==> src/rtl/wiener_pixel_pkg.sv <==
/* pixel word layout shared by the design and its testbench
   input pad byte is ignored, output pad byte is always zero */
`default_nettype none

package wiener_pixel_pkg;

  // one colour sample
  localparam int CH_WIDTH = 8;

  // full bus word, one pixel per clock
  localparam int PIXEL_WIDTH = 32;

  // byte order on the bus, msb first
  typedef struct packed {
    logic [CH_WIDTH-1:0] pad;  // unused on input
    logic [CH_WIDTH-1:0] b;
    logic [CH_WIDTH-1:0] g;
    logic [CH_WIDTH-1:0] r;    // lowest byte
  } rgb_pixel_t;

  // same word taken as a raw bus value or split into channels
  typedef union packed {
    logic [PIXEL_WIDTH-1:0] raw;
    rgb_pixel_t             rgb;
  } pixel_word_u;

endpackage

`default_nettype wire

==> src/rtl/wiener_filter_pkg.sv <==
/* block size and arithmetic widths of the filter; TOTAL_SAMPLES must stay a
   power of two and LOG2_SAMPLES must match it */
`default_nettype none

package wiener_filter_pkg;

  localparam int TOTAL_SAMPLES = 64;  // pixels per block
  localparam int LOG2_SAMPLES  = 6;

  localparam int VAR_WIDTH   = 16;  // variance and noise variance
  localparam int GAIN_FRAC   = 8;   // unity gain is 256
  localparam int GAIN_WIDTH  = 9;
  localparam int COUNT_WIDTH = 32;

  // accumulators sized so a full block never overflows
  localparam int SUM_WIDTH   = wiener_pixel_pkg::CH_WIDTH + LOG2_SAMPLES;
  localparam int SQSUM_WIDTH = 2 * wiener_pixel_pkg::CH_WIDTH + LOG2_SAMPLES;

  // signed (x - mean) * gain with headroom for the mean add
  localparam int PROD_WIDTH = wiener_pixel_pkg::CH_WIDTH + GAIN_WIDTH + 2;

  // 1 input stage, block fill, 1 stats, divider, read and output stages
  localparam int LATENCY = TOTAL_SAMPLES + GAIN_WIDTH + 4;

  typedef logic signed [PROD_WIDTH-1:0] prod_t;

  // latched at start of frame
  typedef struct packed {
    logic [VAR_WIDTH-1:0]   noise_variance;
    logic [COUNT_WIDTH-1:0] blocks_per_frame;
  } wiener_cfg_t;

  // per block, per channel
  typedef struct packed {
    logic [wiener_pixel_pkg::CH_WIDTH-1:0] mean;
    logic [VAR_WIDTH-1:0]                  variance;
  } block_stats_t;

endpackage

`default_nettype wire

==> src/rtl/wiener_config_regs.sv <==
/* start_data is honoured only inside an open frame and up to blocks_per_frame
   times; start_data in the start_of_frame cycle itself is dropped */
`default_nettype none

module wiener_config_regs (
  input  logic                                     clk,
  input  logic                                     rst,
  input  logic                                     start_of_frame,
  input  logic                                     end_of_frame,
  input  logic                                     start_data,
  input  logic [wiener_filter_pkg::VAR_WIDTH-1:0]   noise_variance,
  input  logic [wiener_filter_pkg::COUNT_WIDTH-1:0] blocks_per_frame,
  output wiener_filter_pkg::wiener_cfg_t           cfg,
  output logic                                     frame_start,
  output logic                                     block_start
);

  logic                                     frame_open;
  logic [wiener_filter_pkg::COUNT_WIDTH-1:0] blk_cnt;  // blocks admitted this frame
  logic                                     admit;

  assign admit = start_data && !start_of_frame && frame_open &&
                 (blk_cnt < cfg.blocks_per_frame);

  always_ff @(posedge clk) begin
    if (rst) begin
      cfg         <= '0;
      frame_open  <= 1'b0;
      blk_cnt     <= '0;
      frame_start <= 1'b0;
      block_start <= 1'b0;
    end else begin
      frame_start <= start_of_frame;
      block_start <= admit;  // same stage as the data delay in the top
      if (start_of_frame) begin
        cfg.noise_variance   <= noise_variance;
        cfg.blocks_per_frame <= blocks_per_frame;
        frame_open           <= 1'b1;
        blk_cnt              <= '0;
      end else begin
        if (end_of_frame) begin
          frame_open <= 1'b0;
        end
        if (admit) begin
          blk_cnt <= blk_cnt + 1'b1;
        end
      end
    end
  end

endmodule

`default_nettype wire

==> config.mk <==
export PLATFORM = sky130hd
export DESIGN_NAME = wiener_config_regs
export DESIGN_NICKNAME = d
export VERILOG_FILES = /design/src/rtl/wiener_pixel_pkg.sv /design/src/rtl/wiener_filter_pkg.sv /design/src/rtl/wiener_config_regs.sv
export SDC_FILE = /design/constraint.sdc
export NUM_CORES = 1
export LEC_CHECK = 0
export BUFFER_PORTS_ARGS = -buffer_cell sky130_fd_sc_hd__buf_2
export CAP_MARGIN = 20
export CORE_MARGIN = 2
export CORE_UTILIZATION = 40
export DETAILED_ROUTE_END_ITERATION = 12
export HOLD_SLACK_MARGIN = 0.05
export SLEW_MARGIN = 10
export SYNTH_ARGS = -nofsm -noshare
export SYNTH_HDL_FRONTEND = slang
export SYNTH_SLANG_ARGS = --single-unit
==> constraint.sdc <==
create_clock -name clk -period 8 [get_ports clk]
set_input_delay 1.6 -clock clk [delete_from_list [all_inputs] [get_ports clk]]
set_output_delay 1.6 -clock clk [all_outputs]
set_load 0.01 [all_outputs]
* Word level (Yosys, flattened, before mapping)
Cells that the tools add are included. W data, S select, Z words.
Storage, ports and cells: bits in registers 83, bits in latches 0, bits in writable memories 0, bits in read-only memories 0, input port bits 53, word-level logic and storage cells 16, memories kept 0
Operators by class: add/subtract/negate cells 1, multiply operators 0, divide/modulo/power cells 0, magnitude comparators 1, equality and inequality tests 0, shifts and indexed selects 0, muxes and demuxes 2, bitwise operators 0, reductions and logical operators 6
Operator list (count):
- $add A32 B1 Y32 const B | 1
- $lt A32 B32 Y1 | 1
- $logic_and A1 B1 Y1 | 3
- $mux W1 | 2
- $reduce_bool A2 Y1 | 1
- $reduce_or A2 Y1 | 1
- $logic_not A1 Y1 | 1

* Longest topological paths before layout
depth after elaboration 4, mapped depth 10, mapped depth without buffers 9

* Worst setup path before layout
OpenSTA, ideal clock, no wires.
path kind input to register, start input port start_of_frame, end register blk_cnt[16] in the netlist's numbering, setup time 0.070 ns, arrival time 3.061 ns, required time 7.930 ns, setup slack 4.869 ns, stages 6, path buffers 1, cells stage by stage nor3_1 nand4_1 clkbuf_1 nor3_4 or4b_1 a21oi_1
On the way: cells in the longest elaborated chain, start to end 4, elaborated cells on any way between the ends 5, those cells by class reduce/logical (5)
RTL lines:
- start: declaration | line wiener_config_regs.sv:8 | input logic start_of_frame,
- $logic_not A1 Y1 | line wiener_config_regs.sv:22 | assign admit = start_data && !start_of_frame && frame_open &&
- $logic_and A1 B1 Y1 (3 in a row) | line wiener_config_regs.sv:22
- end signal: assignment | line wiener_config_regs.sv:45 | blk_cnt <= blk_cnt + 1'b1;
- end: declaration | line wiener_config_regs.sv:19 | logic [wiener_filter_pkg::COUNT_WIDTH-1:0] blk_cnt;
Several ways; a longest one is shown, not always the timed one. A chain may end at the register's enable or synchronous reset.

* Worst setup path after layout
start input port start_of_frame, end register blk_cnt[5] in the netlist's numbering
Same word-level chain as after synthesis.

==> results.sh <==
export IMPL_status="complete, no violations"
export IMPL_die_h_um=107
export IMPL_hold_violations=0
export IMPL_grt_pass1_wl_um=16400
export IMPL_setup_violations=0
export IMPL_antenna_found_initial=0
export IMPL_cts_path_max_buffers=2
export IMPL_num_rows=37
export IMPL_drive_gt1_share_pct=25.0
export IMPL_cp_arrival_ns=4.40
export IMPL_slowest_stage="nor4_1"
export IMPL_fmax_mhz=243
export IMPL_dpl_instance_area_um2=4890
export IMPL_gp_congestion=0.839
export IMPL_cts_tree="done"
export IMPL_cts_sinks=83
export IMPL_totalWireLength_um=9680
export IMPL_n_fill_cell=1044
export IMPL_syn_area_um2=4270
export IMPL_grt_setup_unrepaired="false"
export IMPL_p_leak_nw=2.25
export IMPL_dieWidth_um=107
export IMPL_path_cells="buf_4 > nor3_1 > nand4_1 > nor4_1 > or3b_2 > a21oi_1"
export IMPL_cp_slowest_stage_delay_ns=0.95
export IMPL_design_area_um2=5140
export IMPL_nNetsFinal=657
export IMPL_postSynthAreaPerCell_um2=8.94
export IMPL_clkSlewWorstSetupHoldPaths_ns=0.09
export IMPL_ant_nets=0
export IMPL_fin_tns_setup_ns=0
export IMPL_hp_class="flop to flop"
export IMPL_dieArea_um2=11500
export IMPL_period_needed_ns=4.11
export IMPL_clock_latency_ns=0.36
export IMPL_setup_worst_path_start_class="input pin"
export IMPL_crit_type="input pin to flop"
export IMPL_seqCellArea_um2=1660
export IMPL_num_io_pins=103
export IMPL_num_antenna_cells=0
export IMPL_core_area_um2=10400
export IMPL_ys_seq_area_share_pct=38.9
export IMPL_drtIter0Drc=118
export IMPL_postCtsHoldBufs=0
export IMPL_synthCells=478
export IMPL_yosysWarningCount=0
export IMPL_ys_flop_type="dfxtp_1"
export IMPL_worst_path_max_fanout=57
export IMPL_grt_pass1_vias=3487
export IMPL_synth_top_area_share_pct=38.9
export IMPL_relSlewSlack_pct=31.0
export IMPL_worst_slew_pin_slew_ns=1.03
export IMPL_cp_required_ns=8.29
export IMPL_start_util_pct=41.2
export IMPL_drc=0
export IMPL_final_cell_mix="buf_2 (101), dfxtp_1 (83), nor2_1 (69)"
export IMPL_synth_edf_count=0
export IMPL_grt_max_degree=58
export IMPL_grt_total_usage_pct=17.6
export IMPL_cts_resized=0
export IMPL_num_vias=3664
export IMPL_fin_util_pct=49.6
export IMPL_finalCritPeriodShare_pct=51.4
export IMPL_vdd_drop_max_mv=0.0861
export IMPL_area_growth_synth_to_final_pct=20.4
export IMPL_max_cap_viol_count=0
export IMPL_ys_top_cells_by_area="dfxtp_1 (39%), mux2i_1 (12%), ha_1 (9.4%), nor2_1 (6.1%), inv_1 (4.0%)"
export IMPL_powerDensity_nw_per_um2=173
export IMPL_ys_ff_latch=83
export IMPL_io_buffers=102
export IMPL_async_flop_share_pct=0
export IMPL_hold_depth=2
export IMPL_final_common_cell="buf_2"
export IMPL_post_cts_buffers=0
export IMPL_wl_per_cell_um=13.6
export IMPL_endpoint_kind="flop"
export IMPL_r2r_cells=9
export IMPL_grt_ovfl_total=0
export IMPL_yosys_area_top_type="dfxtp_1"
export IMPL_multiInputGateArea_um2=2360
export IMPL_numCtsBuffers=9
export IMPL_synthDistinctLibCells=50
export IMPL_slew_viol_final=0
export IMPL_dr_pass1_iters=4
export IMPL_dp_hpwl_um=6820
export IMPL_cts_root_buf="clkbuf_8"
export IMPL_syn_nets=563
export IMPL_htree_levels=3
export IMPL_worst_clock_skew_ns=0.0175
export IMPL_vias_per_cell=5.14
==> Yosys cell counts, drive strengths merged (8+ instances only) <==
library cell   n
inv           45
a21oi         26
nand4         20
clkbuf        15
ha            32
dfxtp         83
nor2          69
xnor2          9
nor4          11
mux2i         51
o21ai          8
nand2         21
nand3          9
nor3           8
==> worst max-delay path, delay by kind of cell <==
kind,cells,cell delay [ns]
buffers and inverters,1,0.38
AOI/OAI and AO/OA,1,0.14
and+or+nand+nor,4,2.26
==> flip-flops by register name, indices dropped and copies added, names as in the netlist <==
register / flops
frame_open: 1
blk_cnt: 32
cfg: 48
block_start: 1
frame_start: 1
==> cell type report <==
class | count | share of cell area [%]
clock buffers | 10 | 2.68
clock inverters | 6 | 1.85
inverters | 45 | 3.28
multi-input cells | 328 | 45.9
flip-flops and latches | 83 | 32.3
well taps | 136 | 3.31
repair buffers | 105 | 10.7
==> metrics by stage <==
step	hold WS, ns	instances	total power [mW]	setup WS [ns]
finish	0.501	713	0.887	3.89
global route	0.536	713	0.933	3.64
CTS	0.507	712	0.898	3.92
detailed placement	0.479	696	0.545	3.53
global placement	0.469	696	0.543	3.68
floorplan	0.456	478	0.506	4.87
==> cell families (layout without fill, tap and decap cells) <==
group           after synthesis  after routing  synth area share, %
fa+ha+maj                    32             32                 9.37
xor+xnor                      9              9                 1.85
buf+inv                      67            166                 6.00
mux                          51             51                 12.0
compound gates               65             65                 10.5
flops                        83             83                 38.9
simple gates                171            171                 21.4
==> layer usage <==
layer	part of all wire [%]	track usage, %
met1	47	22.6
met2	46	28.9
met3	5.7	4.84
met4	1.4	5.49
met5	0	0
==> worst paths after layout <==
kind                                start                      end  slack, ns
hold / removal    frame_open$_SDFFE_PP0P_  frame_open$_SDFFE_PP0P_       0.50
setup / recovery           start_of_frame  blk_cnt[5]$_SDFFE_PP0P_       3.89
hold reg to reg   frame_open$_SDFFE_PP0P_  frame_open$_SDFFE_PP0P_       0.50
setup reg to reg  blk_cnt[2]$_SDFFE_PP0P_  blk_cnt[5]$_SDFFE_PP0P_       4.54
==> power by group <==
| group | switching, mW | total (mW) | internal, mW |
|---|---|---|---|
| combinational | 0.0537 | 0.0980 | 0.0442 |
| clock | 0.164 | 0.352 | 0.188 |
| sequential | 0.00938 | 0.437 | 0.428 |
Note: power is estimated with default switching activity, not from simulation.
